### src/hdl/snes_mem_settings.svh
`ifndef SNES_MEM_SETTINGS_SVH
`define SNES_MEM_SETTINGS_SVH

// SNES ROM byte address, also covers the whole SDRAM byte space
`define ROM_ADDR_W      23

// WRAM byte address, 128 KB
`define WRAM_ADDR_W     17

// Upper address bits that put WRAM at the top 128 KB of SDRAM
`define WRAM_BASE_TAG   6'b111111

// Leading image bytes dropped before the ROM data
`define HEADER_BYTES    64

// One SDRAM word
`define SDRAM_DATA_W    16

// Softcore bus word, two SDRAM words
`define RV_DATA_W       32

`endif

### src/hdl/snes_mem_pkg.sv
`default_nettype none

`include "snes_mem_settings.svh"

package snes_mem_pkg;

    // One SDRAM word as it comes back from the controller.
    // ROM reads use it whole or byte swapped, WRAM picks a single lane.
    typedef union packed {
        logic [`SDRAM_DATA_W-1:0]          word;
        logic [`SDRAM_DATA_W/8-1:0][7:0]   bytes;  // bytes[0] is the low lane
    } sdram_word_u;

endpackage

`default_nettype wire

### src/hdl/loader_if.sv
`timescale 1ns/1ps
`default_nettype none

`include "snes_mem_settings.svh"

interface loader_if;
    logic                       loading;
    logic                       wr_stb;     // One cycle per paired word
    logic [`ROM_ADDR_W-1:0]     wr_addr;    // Always even
    snes_mem_pkg::sdram_word_u  wr_data;    // Earlier byte in lane 0

    modport loader (output loading, output wr_stb, output wr_addr, output wr_data);
    modport channel (input loading, input wr_stb, input wr_addr, input wr_data);
endinterface

`default_nettype wire

### src/hdl/cpu_channel.sv
`timescale 1ns/1ps
`default_nettype none

`include "snes_mem_settings.svh"

module cpu_channel (
    input  logic                        mclk,
    input  logic                        resetn,
    loader_if.channel                   ld,
    input  logic [`ROM_ADDR_W-1:0]      rom_addr,
    input  logic                        rom_ce_n,
    input  logic                        rom_word,
    output snes_mem_pkg::sdram_word_u   rom_q,
    input  logic [`WRAM_ADDR_W-1:0]     wram_addr,
    input  logic                        wram_ce_n,
    input  logic                        wram_rd_n,
    input  logic                        wram_we_n,
    input  logic [7:0]                  wram_d,
    output logic [7:0]                  wram_q,
    output logic                        cpu_req,
    output logic                        cpu_we,
    output logic                        cpu_port,
    output logic [`ROM_ADDR_W-2:0]      cpu_addr,
    output snes_mem_pkg::sdram_word_u   cpu_din,
    output logic [1:0]                  cpu_ds,
    input  snes_mem_pkg::sdram_word_u   cpu_port0,
    input  snes_mem_pkg::sdram_word_u   cpu_port1
);
    logic [`ROM_ADDR_W-1:0]     rom_addr_cur;
    logic [`ROM_ADDR_W-1:0]     rom_addr_sd;    // Last ROM address sent
    logic [`WRAM_ADDR_W-2:0]    wram_word_sd;   // Last WRAM word sent
    logic                       wram_rd;
    logic                       wram_wr;
    logic                       wram_rd_r;
    logic                       wram_wr_r;
    logic                       load_hit;
    logic                       rom_hit;
    logic                       wram_hit;

    assign wram_rd = ~wram_ce_n & ~wram_rd_n;
    assign wram_wr = ~wram_ce_n & ~wram_we_n;

    // Loader owns the ROM address while an image streams in
    assign rom_addr_cur = ld.loading ? ld.wr_addr : rom_addr;

    assign load_hit = ld.loading & ld.wr_stb;
    assign rom_hit  = ~ld.loading & ~rom_ce_n & (rom_addr_cur != rom_addr_sd);

    // New read edge, read moving to another word, or new write edge
    assign wram_hit = (wram_rd & (wram_addr[`WRAM_ADDR_W-1:1] != wram_word_sd))
                    | (wram_rd & ~wram_rd_r)
                    | (wram_wr & ~wram_wr_r);

    always_ff @(posedge mclk) begin
        if (!resetn) begin
            cpu_req      <= 1'b0;
            rom_addr_sd  <= '0;
            wram_word_sd <= '0;
            wram_rd_r    <= 1'b0;
            wram_wr_r    <= 1'b0;
        end else begin
            wram_rd_r <= wram_rd;
            wram_wr_r <= wram_wr;

            if (load_hit || rom_hit) begin
                rom_addr_sd <= rom_addr_cur;
                cpu_req     <= ~cpu_req;
                cpu_addr    <= rom_addr_cur[`ROM_ADDR_W-1:1];
                cpu_we      <= ld.loading;
                cpu_din     <= ld.wr_data;
                cpu_ds      <= 2'b11;
                cpu_port    <= 1'b0;
            end

            // Later in the block, so WRAM takes the slot on a clash
            if (wram_hit) begin
                wram_word_sd      <= wram_addr[`WRAM_ADDR_W-1:1];
                cpu_req           <= ~cpu_req;
                cpu_addr          <= {`WRAM_BASE_TAG, wram_addr[`WRAM_ADDR_W-1:1]};
                cpu_we            <= wram_wr;
                cpu_din.bytes[0]  <= wram_d;
                cpu_din.bytes[1]  <= wram_d;
                cpu_ds            <= {wram_addr[0], ~wram_addr[0]};  // One lane only
                cpu_port          <= 1'b1;
            end
        end
    end

    // Odd byte fetch sees its byte first
    always_comb begin
        if (rom_word || !rom_addr[0]) begin
            rom_q.word = cpu_port0.word;
        end else begin
            rom_q.bytes[0] = cpu_port0.bytes[1];
            rom_q.bytes[1] = cpu_port0.bytes[0];
        end
    end

    assign wram_q = cpu_port1.bytes[wram_addr[0]];

endmodule

`default_nettype wire

### src/hdl/rom_loader.sv
`timescale 1ns/1ps
`default_nettype none

`include "snes_mem_settings.svh"

module rom_loader (
    input  logic        mclk,
    input  logic        resetn,
    input  logic        loading,
    input  logic [7:0]  loader_byte,
    input  logic        loader_byte_valid,
    output logic        loaded,
    loader_if.loader    ld
);
    localparam int HDR_CNT_W = $clog2(`HEADER_BYTES + 1);

    logic                   loading_r;
    logic                   load_start;
    logic                   take_byte;
    logic                   hdr_done;
    logic [HDR_CNT_W-1:0]   hdr_cnt;
    logic [HDR_CNT_W-1:0]   hdr_cur;
    logic [`ROM_ADDR_W-1:0] load_addr;
    logic [`ROM_ADDR_W-1:0] addr_cur;
    logic [7:0]             prev_byte;

    assign load_start = loading & ~loading_r;
    assign take_byte  = loading & loader_byte_valid;

    // A byte that comes with the rising edge of loading already belongs to the new image
    assign hdr_cur  = load_start ? '0 : hdr_cnt;
    assign addr_cur = load_start ? '0 : load_addr;
    assign hdr_done = hdr_cur == HDR_CNT_W'(`HEADER_BYTES);

    assign ld.loading = loading;

    always_ff @(posedge mclk) begin
        if (!resetn) begin
            loading_r <= 1'b0;
            hdr_cnt   <= '0;
            load_addr <= '0;
            loaded    <= 1'b0;
            ld.wr_stb <= 1'b0;
        end else begin
            loading_r <= loading;
            ld.wr_stb <= 1'b0;
            if (load_start) begin
                hdr_cnt   <= '0;
                load_addr <= '0;
                loaded    <= 1'b0;
            end
            if (~loading & loading_r)
                loaded <= 1'b1;     // Image complete
            if (take_byte) begin
                if (!hdr_done) begin
                    hdr_cnt <= hdr_cur + 1'b1;
                end else begin
                    load_addr <= addr_cur + 1'b1;
                    ld.wr_stb <= addr_cur[0];   // Second byte of a pair
                end
            end
        end
    end

    always_ff @(posedge mclk) begin
        if (take_byte && hdr_done) begin
            prev_byte <= loader_byte;
            if (addr_cur[0]) begin
                ld.wr_addr          <= {addr_cur[`ROM_ADDR_W-1:1], 1'b0};
                ld.wr_data.bytes[0] <= prev_byte;
                ld.wr_data.bytes[1] <= loader_byte;
            end
        end
    end

endmodule

`default_nettype wire

### src/hdl/rv_bridge.sv
`timescale 1ns/1ps
`default_nettype none

`include "snes_mem_settings.svh"

module rv_bridge (
    input  logic                        mclk,
    input  logic                        resetn,
    input  logic                        rv_valid,
    output logic                        rv_ready,
    input  logic [`ROM_ADDR_W-1:0]      rv_addr,
    input  logic [`RV_DATA_W-1:0]       rv_wdata,
    input  logic [3:0]                  rv_wstrb,
    output logic [`RV_DATA_W-1:0]       rv_rdata,
    output logic                        rv_req,
    output logic                        rv_we,
    input  logic                        rv_req_ack,
    output logic [`ROM_ADDR_W-2:0]      rv_mem_addr,
    output snes_mem_pkg::sdram_word_u   rv_din,
    output logic [1:0]                  rv_ds,
    input  snes_mem_pkg::sdram_word_u   rv_dout
);
    localparam logic [2:0] ST_IDLE   = 3'd0;
    localparam logic [2:0] ST_WAIT0  = 3'd1;   // Lower half in flight
    localparam logic [2:0] ST_DATA0  = 3'd2;
    localparam logic [2:0] ST_WAIT1  = 3'd3;   // Upper half in flight
    localparam logic [2:0] ST_FINISH = 3'd4;

    logic [2:0]                 state;
    logic                       rv_valid_r;
    logic                       pend;
    logic                       new_req;
    logic                       start;
    logic                       write;
    logic                       ack_ok;
    logic                       rv_word;        // Half being accessed
    logic [`SDRAM_DATA_W-1:0]   low_half;

    assign new_req = rv_valid & ~rv_valid_r;
    assign start   = new_req | pend;
    assign write   = |rv_wstrb;
    assign ack_ok  = rv_req == rv_req_ack;

    assign rv_we       = write;
    assign rv_mem_addr = {rv_addr[`ROM_ADDR_W-1:2], rv_word};
    assign rv_din.word = rv_word ? rv_wdata[`RV_DATA_W-1:`SDRAM_DATA_W]
                                 : rv_wdata[`SDRAM_DATA_W-1:0];
    assign rv_rdata    = {rv_dout.word, low_half};

    always_ff @(posedge mclk) begin
        if (!resetn) begin
            state      <= ST_IDLE;
            rv_ready   <= 1'b0;
            rv_req     <= 1'b0;
            rv_valid_r <= 1'b0;
            pend       <= 1'b0;
        end else begin
            rv_valid_r <= rv_valid;
            rv_ready   <= 1'b0;
            if (new_req)
                pend <= 1'b1;   // Held until the FSM is free

            case (state)
                ST_IDLE: begin
                    if (start) begin
                        pend   <= 1'b0;
                        rv_req <= ~rv_req;
                        if (write && rv_wstrb[1:0] == 2'b00) begin
                            rv_word <= 1'b1;        // Upper half only
                            rv_ds   <= rv_wstrb[3:2];
                            state   <= ST_WAIT1;
                        end else begin
                            rv_word <= 1'b0;
                            rv_ds   <= write ? rv_wstrb[1:0] : 2'b11;
                            state   <= ST_WAIT0;
                        end
                    end
                end

                ST_WAIT0: begin
                    if (ack_ok) begin
                        if (!write) begin
                            state <= ST_DATA0;
                        end else if (rv_wstrb[3:2] == 2'b00) begin
                            rv_ready <= 1'b1;       // Lower half was enough
                            state    <= ST_IDLE;
                        end else begin
                            rv_req  <= ~rv_req;
                            rv_word <= 1'b1;
                            rv_ds   <= rv_wstrb[3:2];
                            state   <= ST_WAIT1;
                        end
                    end
                end

                ST_DATA0: begin
                    low_half <= rv_dout.word;
                    rv_req   <= ~rv_req;
                    rv_word  <= 1'b1;
                    rv_ds    <= 2'b11;
                    state    <= ST_WAIT1;
                end

                ST_WAIT1: begin
                    if (ack_ok) begin
                        if (write) begin
                            rv_ready <= 1'b1;
                            state    <= ST_IDLE;
                        end else begin
                            state <= ST_FINISH;
                        end
                    end
                end

                ST_FINISH: begin
                    rv_ready <= 1'b1;   // Upper half still on rv_dout
                    state    <= ST_IDLE;
                end

                default: state <= ST_IDLE;
            endcase
        end
    end

endmodule

`default_nettype wire

### src/hdl/snes_mem_top.sv
`timescale 1ns/1ps
`default_nettype none

`include "snes_mem_settings.svh"

module snes_mem_top (
    input  logic                        mclk,
    input  logic                        resetn,

    // Image stream
    input  logic                        loading,
    input  logic [7:0]                  loader_byte,
    input  logic                        loader_byte_valid,
    output logic                        loaded,

    // SNES ROM and WRAM
    input  logic [`ROM_ADDR_W-1:0]      rom_addr,
    input  logic                        rom_ce_n,
    input  logic                        rom_word,
    output logic [`SDRAM_DATA_W-1:0]    rom_q,
    input  logic [`WRAM_ADDR_W-1:0]     wram_addr,
    input  logic                        wram_ce_n,
    input  logic                        wram_rd_n,
    input  logic                        wram_we_n,
    input  logic [7:0]                  wram_d,
    output logic [7:0]                  wram_q,

    // SDRAM CPU channel
    output logic                        cpu_req,
    output logic [`ROM_ADDR_W-2:0]      cpu_addr,
    output logic [`SDRAM_DATA_W-1:0]    cpu_din,
    output logic [1:0]                  cpu_ds,
    output logic                        cpu_we,
    output logic                        cpu_port,
    input  logic [`SDRAM_DATA_W-1:0]    cpu_port0,
    input  logic [`SDRAM_DATA_W-1:0]    cpu_port1,

    // Softcore bus
    input  logic                        rv_valid,
    output logic                        rv_ready,
    input  logic [`ROM_ADDR_W-1:0]      rv_addr,
    input  logic [`RV_DATA_W-1:0]       rv_wdata,
    input  logic [3:0]                  rv_wstrb,
    output logic [`RV_DATA_W-1:0]       rv_rdata,

    // SDRAM softcore channel
    output logic                        rv_req,
    output logic [`ROM_ADDR_W-2:0]      rv_mem_addr,
    output logic [`SDRAM_DATA_W-1:0]    rv_din,
    output logic [1:0]                  rv_ds,
    output logic                        rv_we,
    input  logic                        rv_req_ack,
    input  logic [`SDRAM_DATA_W-1:0]    rv_dout
);
    loader_if ld_bus ();

    rom_loader u_loader (
        .mclk(mclk), .resetn(resetn),
        .loading(loading), .loader_byte(loader_byte),
        .loader_byte_valid(loader_byte_valid), .loaded(loaded),
        .ld(ld_bus)
    );

    cpu_channel u_cpu (
        .mclk(mclk), .resetn(resetn), .ld(ld_bus),
        .rom_addr(rom_addr), .rom_ce_n(rom_ce_n), .rom_word(rom_word), .rom_q(rom_q),
        .wram_addr(wram_addr), .wram_ce_n(wram_ce_n), .wram_rd_n(wram_rd_n),
        .wram_we_n(wram_we_n), .wram_d(wram_d), .wram_q(wram_q),
        .cpu_req(cpu_req), .cpu_we(cpu_we), .cpu_port(cpu_port), .cpu_addr(cpu_addr),
        .cpu_din(cpu_din), .cpu_ds(cpu_ds), .cpu_port0(cpu_port0), .cpu_port1(cpu_port1)
    );

    rv_bridge u_rv (
        .mclk(mclk), .resetn(resetn),
        .rv_valid(rv_valid), .rv_ready(rv_ready), .rv_addr(rv_addr),
        .rv_wdata(rv_wdata), .rv_wstrb(rv_wstrb), .rv_rdata(rv_rdata),
        .rv_req(rv_req), .rv_we(rv_we), .rv_req_ack(rv_req_ack),
        .rv_mem_addr(rv_mem_addr), .rv_din(rv_din), .rv_ds(rv_ds), .rv_dout(rv_dout)
    );

endmodule

`default_nettype wire

### config.mk
export PLATFORM = sky130hd
export DESIGN_NAME = snes_mem_top
export DESIGN_NICKNAME = d
export VERILOG_FILES = /design/src/hdl/snes_mem_pkg.sv /design/src/hdl/loader_if.sv /design/src/hdl/cpu_channel.sv /design/src/hdl/rom_loader.sv /design/src/hdl/rv_bridge.sv /design/src/hdl/snes_mem_top.sv
export VERILOG_INCLUDE_DIRS = /design/src /design/src/hdl
export SDC_FILE = /design/constraint.sdc
export NUM_CORES = 1
export LEC_CHECK = 0
export ABC_AREA = 1
export BUFFER_PORTS_ARGS = -buffer_cell sky130_fd_sc_hd__buf_2
export CAP_MARGIN = 40
export CELL_PAD_IN_SITES_DETAIL_PLACEMENT = 0
export CELL_PAD_IN_SITES_GLOBAL_PLACEMENT = 1
export CORE_UTILIZATION = 39
export CTS_CLUSTER_SIZE = 14
export DETAILED_ROUTE_END_ITERATION = 8
export PLACE_DENSITY_LB_ADDON = 0.1
export SYNTH_ARGS = -nofsm -noshare
export SYNTH_HDL_FRONTEND = slang
export SYNTH_SLANG_ARGS = --single-unit
### constraint.sdc
create_clock -name mclk -period 9.54 [get_ports mclk]
set_clock_uncertainty 0.05 [all_clocks]
set_input_delay 0 -clock mclk [delete_from_list [all_inputs] [get_ports mclk]]
set_output_delay 0 -clock mclk [all_outputs]
set_load 0.05 [all_outputs]
After elaboration in Yosys (flattened, before gate mapping)
Cells that the tools add are included.
- word-level logic and storage cells: 148
- latch bits: 0
- memories kept: 0
- register bits after elaboration: 189
- bits in read-only memories: 0
- bits of input ports: 174
- RAM bits: 0
- add/subtract/negate cells: 2
- bitwise gates (word level): 27
- div/mod/pow operators: 0
- reduce and logical (&&, ||, !) cells: 19
- multiplexer cells: 59
- shift operators: 0
- multiply operators: 0
- equality and inequality tests: 13
- magnitude comparators: 1
- operators by type and width (operator ; number):
    23-bit 2-to-1 mux ; 4
    16-bit 2-to-1 mux ; 5
    1-bit 2-to-1 mux ; 24
    23-bit by 1-bit adder with 23-bit output, second input constant ; 1
    23-bit inequality test ; 1
    22-bit 2-to-1 mux ; 1
    7-bit 2-to-1 mux ; 3
    2-bit 2-to-1 mux ; 10
    8-bit 2-to-1 mux ; 2
    16-bit inequality test ; 1
    3-bit 2-to-1 mux ; 5
    1-bit bitwise AND ; 12
    1-bit inverter ; 12
    3-bit one-hot mux with 4 select lines ; 1
    1-bit one-hot mux with 3 select lines ; 3
    2-bit by 1-bit inequality test with 1-bit output, second input constant ; 4
    7-bit by 1-bit adder with 7-bit output, second input constant ; 1
    7-bit equality test, second input constant ; 1
    3-bit by 2-bit equality test with 1-bit output, second input constant ; 2
    2-bit one-hot mux with 3 select lines ; 1
    2-bit AND reduction ; 3
    3-bit AND reduction ; 2
    6-bit AND reduction ; 1
    5-bit AND reduction ; 1
    14 further kinds ; 20

Logic depth before layout (Yosys ltp)
Gate-level depths: netlist (run 1).
- depth after elaboration: 7
- depth in mapped cells: 19
- mapped depth without buffers: 17

Hierarchy
From an unflattened synthesis (run 1), not the netlist that was laid out.
- cell total of the unflattened synthesis: 1177
- area total of the unflattened synthesis: 9402.8 um2
- modules (own cells, without submodules) (module ; cells each ; area an instance (um2) ; times used):
    cpu_channel ; 665 ; 4528.1 ; 1
    rom_loader ; 361 ; 3393.3 ; 1
    rv_bridge ; 151 ; 1481.4 ; 1

Worst setup path after synthesis (run 1)
Ideal clock, no wire load.
- path type: reg2reg
- start point: register u_loader.loading_r
- end point: register u_loader.ld.wr_addr[10], enable pin
- path slack: 5.541 ns
- stages on the path, launching flop included: 14
- arrival time: 3.514 ns
- clock period less this slack: 3.999 ns
- path buffers: 2
- library setup time: 0.435 ns
- cell sequence: dfxtp_1 -> inv_1 -> ha_1 -> buf_2 -> buf_1 -> nor2_1 -> inv_1 -> ha_1 -> nand2_1 -> nor2_1 -> nand3_1 -> nor2_4 -> inv_2 -> nor2_1
- longest elaborated chain between the ends: 6
- elaborated cells on any way between the ends: 7
- those cells by class: 1 x eq/ne; 2 x mux; 2 x bitwise; 2 x reduce/logical
- RTL lines (what ; line ; source):
    start: declaration ; rom_loader.sv:17 ; logic loading_r;
    start signal: assignment ; rom_loader.sv:45 ; loading_r <= loading;
    1-bit inverter (*) ; rom_loader.sv:27 ; assign load_start = loading & ~loading_r;
    1-bit bitwise AND (*) ; rom_loader.sv:27 ;
    7-bit 2-to-1 mux ; rom_loader.sv:31 ; assign hdr_cur = load_start ? '0 : hdr_cnt;
    7-bit equality test ; rom_loader.sv:33 ; assign hdr_done = hdr_cur == HDR_CNT_W'(`HEADER_BYTES);
    1-bit logical AND ; rom_loader.sv:66 ; if (take_byte && hdr_done) begin
    2-bit AND reduction (no source line) (*) ; - ;
    end signal: assignment ; rom_loader.sv:69 ; ld.wr_addr <= {addr_cur[`ROM_ADDR_W-1:1], 1'b0};
    end: declaration ; loader_if.sv:12 ; modport loader (output loading, output wr_stb, output wr_addr, output wr_data);
Mark *: on every way between the ends. The rest lies on a longest branch, timed or not.
A chain may end at the register's enable or synchronous reset.

Worst setup path in the final report (run 1)
- start point: register u_loader.loading_r
- end point: register u_loader.ld.wr_data[2], enable pin
- longest elaborated chain between the ends: 6
- elaborated cells on any way between the ends: 7
- those cells by class: 1 x eq/ne; 2 x mux; 2 x bitwise; 2 x reduce/logical
- RTL lines (what ; line):
    1-bit inverter (*) ; rom_loader.sv:27
    1-bit bitwise AND (*) ; rom_loader.sv:27
    7-bit 2-to-1 mux ; rom_loader.sv:31
    7-bit equality test ; rom_loader.sv:33
    1-bit logical AND ; rom_loader.sv:66
    2-bit AND reduction (no source line) (*) ; -
    end: declaration ; loader_if.sv:12
Marks and branches as above.

==> results.yml, run 1 <==
logic_synthesis:
  synth_sequential_area_ratio_pct: 52.5
  synth_top_family_by_area: "simple AND/OR/NAND/NOR gates"
  yosys.area_share.simple_pct: 24.6
  largest_area_contributor_in_the_netlist: "sky130_fd_sc_hd__edfxtp_1"
  ys_ff_latch: 189
  synth_edf_count: 107
  netlist_top_cells_area: "sky130_fd_sc_hd__edfxtp_1 (35%), sky130_fd_sc_hd__dfxtp_1 (18%), sky130_fd_sc_hd__nand2_1 (13%)"
  synth_xor_xnor_area_share_pct: 0.853
  arithmetic_cell_share_of_the_synthesized_area_counting_full_adders_half_adders_and_majority_gates_pct: 0.677
  muxShareOfSynthArea_pct: 1.95
  synth_compound_area_share_pct: 7.61
  synth_top_cell_area_share_pct: 34.8
  post_synth_instance_area_mm2: 0.00924
  yosysWarningCount: 0
  synthesis.instances: 1155
  synth_fp_nets: 1334
  ys_async_sr_fraction_pct: 0
  yosysUniqueCellTypes: 36
  avgSynthCellArea_um2: 8.00
  postSynth.topFlopCell: "sky130_fd_sc_hd__edfxtp_1"
drt:
  routed_wire_length_per_instance_um: 13.4
  detailedRoute.firstIterationViolations: 455
  remaining_drc_errors: 0
  drt-total-wl_um: 24100
  antenna_left: 0
  drt_first_pass_iters: 5
  post_drt_via_cell_ratio: 4.48
  vias: 8056
floorplan:
  die_height_um: 156
  rows: 55
  die-width_um: 156
  ios: 317
  start_util_pct: 40.3
  die_area_mm2: 0.0243
  area_inside_the_core_boundary_mm2: 0.0229
sta:
  fin_worst_hold_slack_ns: 0.0153
  setup_tns_ns: 0
  slew-limit-headroom_pct: 41.8
  max_freq_mhz: 258
  postLayoutSetupSlackWorst_ns: 5.66
  finalMaxSlewViolations: 0
  rsz0062_at_grt: "no"
  worst_slew_pin_slew_ns: 0.871
  final-setup-viol-count: 0
  final_hold_viol_count: 0
  finalWorstPathRequiredPeriod_ns: 3.88
  fin_crit_sh_pct: 40.7
cts:
  clock_sink_count: 189
  cts.clk_slew.worst_paths_ns: 0.08
  cts_bufs_inserted: 17
  cts_root_buf: "sky130_fd_sc_hd__clkbuf_16"
  cts_max_level: 4
  cts.path.max_buffers: 2
  cts_tree: "built"
  clkLatencyLatePin_ns: 0.43
  postCtsSetupRepairBufs: 0
layout:
  fin_nets: 1651
  n_antenna_cell: 0
  final_layout_size_suffix_gt1_share_pct: 22.9
  multiInputGateArea_mm2: 0.00332
  nFillCells: 2239
  finish.cell_count_without_fillers: 1798
  register_area_mm2: 0.00485
  most-common-layout-cells: "sky130_fd_sc_hd__nand2_1 (322), sky130_fd_sc_hd__buf_2 (272), sky130_fd_sc_hd__inv_1 (160)"
  commonest_non_fill_non_tap_cell_in_the_layout: "sky130_fd_sc_hd__nand2_1"
  post-route-util_pct: 53.3
  areaGrowthSynthToFinish_pct: 32.1
worst_setup_path:
  worst_reg_to_reg_setup_slack_ns: 5.66
  crit_arrival_ns: 3.91
  timing.reg2reg.worst_path_depth: 12
  regToRegEndpoint: "u_loader.ld.wr_data[2]$_DFFE_PP_"
  critical_path.endpoint: "u_loader.ld.wr_data[2]$_DFFE_PP_"
  critical_path.startpoint: "u_loader.loading_r$_SDFF_PN0_"
  timing.critical_path.fanout_max: 34
  worst-endpoint-required_ns: 9.57
  critical_path.endpoint_type: "flop"
  critical_path.reg2reg.startpoint: "u_loader.loading_r$_SDFF_PN0_"
  setup.worst_path.class: "flop to flop"
  worstSetupStartpointType: "flop"
hold_path:
  hold_path_class: "input pin to flop"
flow_run:
  drv_cap: 0
place:
  pre_cts_slack_ns: 5.16
  port_buffers: 272
  dp.cells: 1671
  gp_congestion: 0.827
  hpwl_um: 17100
global_route:
  globalRouteTotalUtil_pct: 19.6
  largest_net_degree_at_the_start_of_global_routing: 48
  grt.overflow.total: 0
  first_global_vias: 7368
  initial_antenna_violation_count: 0
  grt_pass1_wl_um: 37100
run_status:
  run_status: "completed"
power_and_ir_drop:
  power_leakage_nw: 5.72
  ir_drop_mv: 0.115
  p_per_area_mw_per_mm2: 175
[metrics by stage]
step | total power [mW] | cell area [µm²]
after floorplan | 1.29 | 9240
after global placement | 1.38 | 10600
after detailed placement | 1.39 | 10600
after CTS | 2.16 | 12200
after global routing | 2.23 | 12200
final | 2.14 | 12200
[synth_stat cells (2+ instances only)]
| library cell | n |
|---|---|
| sky130_fd_sc_hd__inv_1 | 161 |
| sky130_fd_sc_hd__buf_1 | 6 |
| sky130_fd_sc_hd__nand2_1 | 322 |
| sky130_fd_sc_hd__nand4_1 | 4 |
| sky130_fd_sc_hd__o21ai_1 | 4 |
| sky130_fd_sc_hd__xor2_1 | 3 |
| sky130_fd_sc_hd__inv_2 | 3 |
| sky130_fd_sc_hd__mux2_2 | 16 |
| sky130_fd_sc_hd__clkbuf_1 | 17 |
| sky130_fd_sc_hd__buf_4 | 42 |
| sky130_fd_sc_hd__buf_2 | 9 |
| sky130_fd_sc_hd__o21a_1 | 4 |
| sky130_fd_sc_hd__xnor2_1 | 6 |
| sky130_fd_sc_hd__clkinv_1 | 2 |
| sky130_fd_sc_hd__a31oi_1 | 4 |
| sky130_fd_sc_hd__edfxtp_1 | 107 |
| sky130_fd_sc_hd__nor3_1 | 15 |
| sky130_fd_sc_hd__nand3_1 | 49 |
| sky130_fd_sc_hd__nand3b_1 | 13 |
| sky130_fd_sc_hd__dfxtp_1 | 82 |
| sky130_fd_sc_hd__nor2_1 | 146 |
| sky130_fd_sc_hd__nand2_2 | 3 |
| sky130_fd_sc_hd__ha_1 | 5 |
| sky130_fd_sc_hd__a21oi_1 | 53 |
| sky130_fd_sc_hd__o21ai_0 | 68 |
[critical path, cell delays in order, from the launching register on]
cell	delay, ns
sky130_fd_sc_hd__dfxtp_1	0.32
sky130_fd_sc_hd__inv_1	0.05
sky130_fd_sc_hd__ha_1	0.66
sky130_fd_sc_hd__inv_1	0.46
sky130_fd_sc_hd__nand2_1	0.23
sky130_fd_sc_hd__ha_1	0.16
sky130_fd_sc_hd__nand2_1	0.05
sky130_fd_sc_hd__nor2_1	0.11
sky130_fd_sc_hd__nand3_1	0.13
sky130_fd_sc_hd__nor2_4	0.42
sky130_fd_sc_hd__inv_2	0.22
sky130_fd_sc_hd__nor2_4	0.20
sky130_fd_sc_hd__buf_4	0.43
[kinds of logic (layout without fill, tap and decap cells)]
kind of cell / after synthesis / count (layout)
and+or+nand+nor: 558 / 558
buffers and inverters: 242 / 572
DFF: 189 / 189
AOI/OAI and AO/OA: 136 / 136
muxes: 16 / 16
xor gates and xnor gates: 9 / 9
adders and majority gates: 5 / 5
[worst min path at each step]
stage               depth (start not counted)                           endpoint        start
floorplan                                   1         u_cpu.wram_rd_r$_SDFF_PN0_    wram_rd_n
global placement                            0                    rv_mem_addr[18]  rv_addr[19]
detailed placement                          0                    rv_mem_addr[18]  rv_addr[19]
CTS                                         5  u_cpu.rom_addr_sd[4]$_SDFFE_PN0P_  rom_addr[4]
global route                                5  u_cpu.rom_addr_sd[4]$_SDFFE_PN0P_  rom_addr[4]
finish                                      5  u_cpu.rom_addr_sd[4]$_SDFFE_PN0P_  rom_addr[4]
[state kept, by name, indices dropped and copies added (netlist names), 2 cells and up]
register             flops
u_cpu.cpu_addr          22
u_cpu.cpu_din           16
u_cpu.cpu_ds             2
u_cpu.rom_addr_sd       23
u_cpu.wram_word_sd      16
u_loader.hdr_cnt         7
u_loader.ld.wr_addr     22
u_loader.ld.wr_data     16
u_loader.load_addr      23
u_loader.prev_byte       8
u_rv.low_half           16
u_rv.rv_ds               2
u_rv.state               3
[report_power, final]
group	total, mW	leakage, nW	switching [mW]	internal, mW
Clock	0.718	0.293	0.360	0.358
Combinational	0.492	3.74	0.340	0.152
Sequential	0.927	1.68	0.0238	0.904
[layout make-up]
class	instances	area share, %
Sequential cell	189	39.8
Multi-Input combinational cell	724	27.2
Timing Repair Buffer	374	19.7
Inverter	166	5.11
Clock buffer	17	3.49
Tap cell	313	3.21
Clock inverter	15	1.52
[timing repair]
action | 4_1_cts | 5_1_grt
hold buffers | 95 | 0
resized for setup | 0 | 0
endpoints found under the hold margin | 131 | 0
[metal layers]
layer  vias up  global-route usage, %  share of wire [%]
met1      3591                   25.9                 46
met3        16                   2.72                4.5
li1       4262                      -                  -
met2       187                   33.7                 49
met5         -                      0                  0
met4         0                   5.18               0.86
No activity file was read; power rests on OpenSTA's default activity.
==> run 2, diff against run 1 <==
- CORE_UTILIZATION: 39 -> 33
- clock period: 9.54 -> 3.3 ns (I/O delays scaled with it)
==> results.yml, run 2 (same netlist as run 1, synthesis figures left out) <==
place:
  gp_congestion: 0.792
  port_buffers: 272
  hpwl_um: 18400
  dp.cells: 1737
cts:
  cts.path.max_buffers: 2
  cts.clk_slew.worst_paths_ns: 0.08
  postCtsSetupRepairBufs: 0
  cts_root_buf: "sky130_fd_sc_hd__clkbuf_16"
  cts_tree: "built"
  clock_sink_count: 189
  cts.repair.resized: 0
  cts_bufs_inserted: 17
  cts_max_level: 4
  clkLatencyLatePin_ns: 0.44
drt:
  remaining_drc_errors: 0
  vias: 8110
  drt_first_pass_iters: 4
  drt-total-wl_um: 25700
  post_drt_via_cell_ratio: 4.35
  detailedRoute.firstIterationViolations: 391
  routed_wire_length_per_instance_um: 13.8
  antenna_left: 0
floorplan:
  die_area_mm2: 0.0287
  die-width_um: 169
  start_util_pct: 34.0
  die_height_um: 169
  rows: 60
  ios: 317
  area_inside_the_core_boundary_mm2: 0.0272
global_route:
  largest_net_degree_at_the_start_of_global_routing: 52
  first_global_vias: 7549
  globalRouteTotalUtil_pct: 17.9
  grt_pass1_wl_um: 39500
  initial_antenna_violation_count: 0
  grt.overflow.total: 0
worst_setup_path:
  timing.critical_path.fanout_max: 35
  critical_path.n_buffers_inverters: 5
  crit_arrival_ns: 2.76
  setup.worst_path.class: "input pin to flop"
  slowest_stage: "sky130_fd_sc_hd__dlygate4sd3_1"
  worst_path_largest_cell_delay_ns: 0.52
  critical_path.reg2reg.startpoint: "u_loader.loading_r$_SDFF_PN0_"
  critical_path.startpoint: "loading"
  critical_path.top_delay_family: "buffers and inverters"
  critical_path.endpoint_type: "flop"
  worst_path_most_repeated_cell: "sky130_fd_sc_hd__nand2_1"
  worst-endpoint-required_ns: 3.38
  cp_cell_sequence: "dlygate4sd3_1 -> buf_2 -> inv_2 -> nand2_1 -> nand2_1 -> nand2_1 -> nand2_1 -> nor2_1 -> nand2_1 -> nor2_1 -> nand3_1 -> nand2_2 -> nand3_1 -> nand2_1 -> inv_2 -> buf_12"
  worstSetupStartpointType: "input pin"
layout:
  finish.cell_count_without_fillers: 1865
  nFillCells: 2809
  fin_nets: 1659
  final_layout_size_suffix_gt1_share_pct: 23.2
  most-common-layout-cells: "sky130_fd_sc_hd__nand2_1 (322), sky130_fd_sc_hd__buf_2 (272), sky130_fd_sc_hd__inv_1 (160)"
  n_antenna_cell: 0
  commonest_non_fill_non_tap_cell_in_the_layout: "sky130_fd_sc_hd__nand2_1"
  largest_regs: "u_cpu.rom_addr_sd (23), u_loader.load_addr (23)"
  areaGrowthSynthToFinish_pct: 33.8
sta:
  rsz0062_at_grt: "no"
  fin_crit_sh_pct: 81.2
  final_hold_viol_count: 0
  final-setup-viol-count: 0
  setup_tns_ns: 0
  worst_slew_pin_slew_ns: 0.892
  finalWorstPathRequiredPeriod_ns: 2.68
  max_freq_mhz: 373
  finalMaxSlewViolations: 0
  slew-limit-headroom_pct: 40.4
hold_path:
  min_from: "rom_addr[16]"
  hold_path_class: "input pin to flop"
run_status:
  run_status: "completed"
power_and_ir_drop:
  combPwrFrac_pct: 22.6
  power_leakage_nw: 5.76
  power_switching_mw: 2.16
  p_per_area_mw_per_mm2: 513
  ir_drop_mv: 0.260
  intPower_mw: 4.18
  share_clk_of_total_power_pct: 35.1
  sequentialPowerShare_pct: 42.3
  power.switching_fraction_pct: 34.1
flow_run:
  drv_cap: 0
run 2: routing by layer:
metal,GRT usage [%],wire length [µm]
met1,24.2,12200
met2,29.9,12400
met3,2.43,886
met4,4.66,232
met5,0,0
run 2: layout make-up:
class	count	area, µm²	share of cell area (%)
Multi-Input combinational cell	724	3320	26.8
Sequential cell	189	4850	39.3
Inverter	166	623	5.04
Timing Repair Buffer	382	2450	19.8
Clock inverter	15	223	1.80
Clock buffer	17	425	3.44
Tap cell	372	465	3.77
run 2: path summary, 6_finish.rpt:
check / cells past startpoint / end / slack (ns)
min: 7 / u_cpu.rom_addr_sd[16]$_SDFFE_PN0P_ / 0.02
min reg2reg: 0 / u_loader.ld.wr_data[4]$_DFFE_PP_ / 0.37
max: 16 / u_cpu.cpu_addr[18]$_SDFFCE_PP1P_ / 0.62
max reg2reg: 15 / u_loader.load_addr[20]$_SDFF_PN0_ / 0.73
run 2: tightest hold or removal path: stages:
cell	delay [ns]
sky130_fd_sc_hd__buf_2	0.09
sky130_fd_sc_hd__inv_1	0.03
sky130_fd_sc_hd__nand2_1	0.07
sky130_fd_sc_hd__nand2_1	0.09
sky130_fd_sc_hd__inv_1	0.06
sky130_fd_sc_hd__nor2_1	0.04
sky130_fd_sc_hd__nor2_1	0.08
run 2: per-stage QoR:
| stage | hold slack [ns] | worst slack, ns | power [mW] | util [%] | area, µm² |
|---|---|---|---|---|---|
| after floorplan | 0.0268 | 0.376 | 3.74 | - | 9250 |
| after global placement | -0.0497 | 0.645 | 4.03 | 39.6 | 10800 |
| after detailed placement | -0.0497 | 0.618 | 4.03 | 39.6 | 10800 |
| after CTS | 0.0101 | 0.541 | 6.41 | 45.5 | 12400 |
| after global routing | 0.0621 | 0.285 | 6.62 | 45.5 | 12400 |
| final | 0.0190 | 0.622 | 6.35 | 45.5 | 12400 |
run 2: what timing repair did:
item                       in CTS  in global routing
hold endpoints to repair      132                  0
setup endpoints to repair       0                  0
hold buffers                   96                  0
run 2: power groups by stage:
stage          logic (mW)  clock network [mW]  registers (mW)
3_5_place_dp         1.29                   0            2.74
5_1_grt              1.55                2.37            2.70
2_1_floorplan       0.814                   0            2.93
4_1_cts              1.45                2.28            2.68
6_report             1.44                2.23            2.68
3_3_place_gp         1.29                   0            2.74
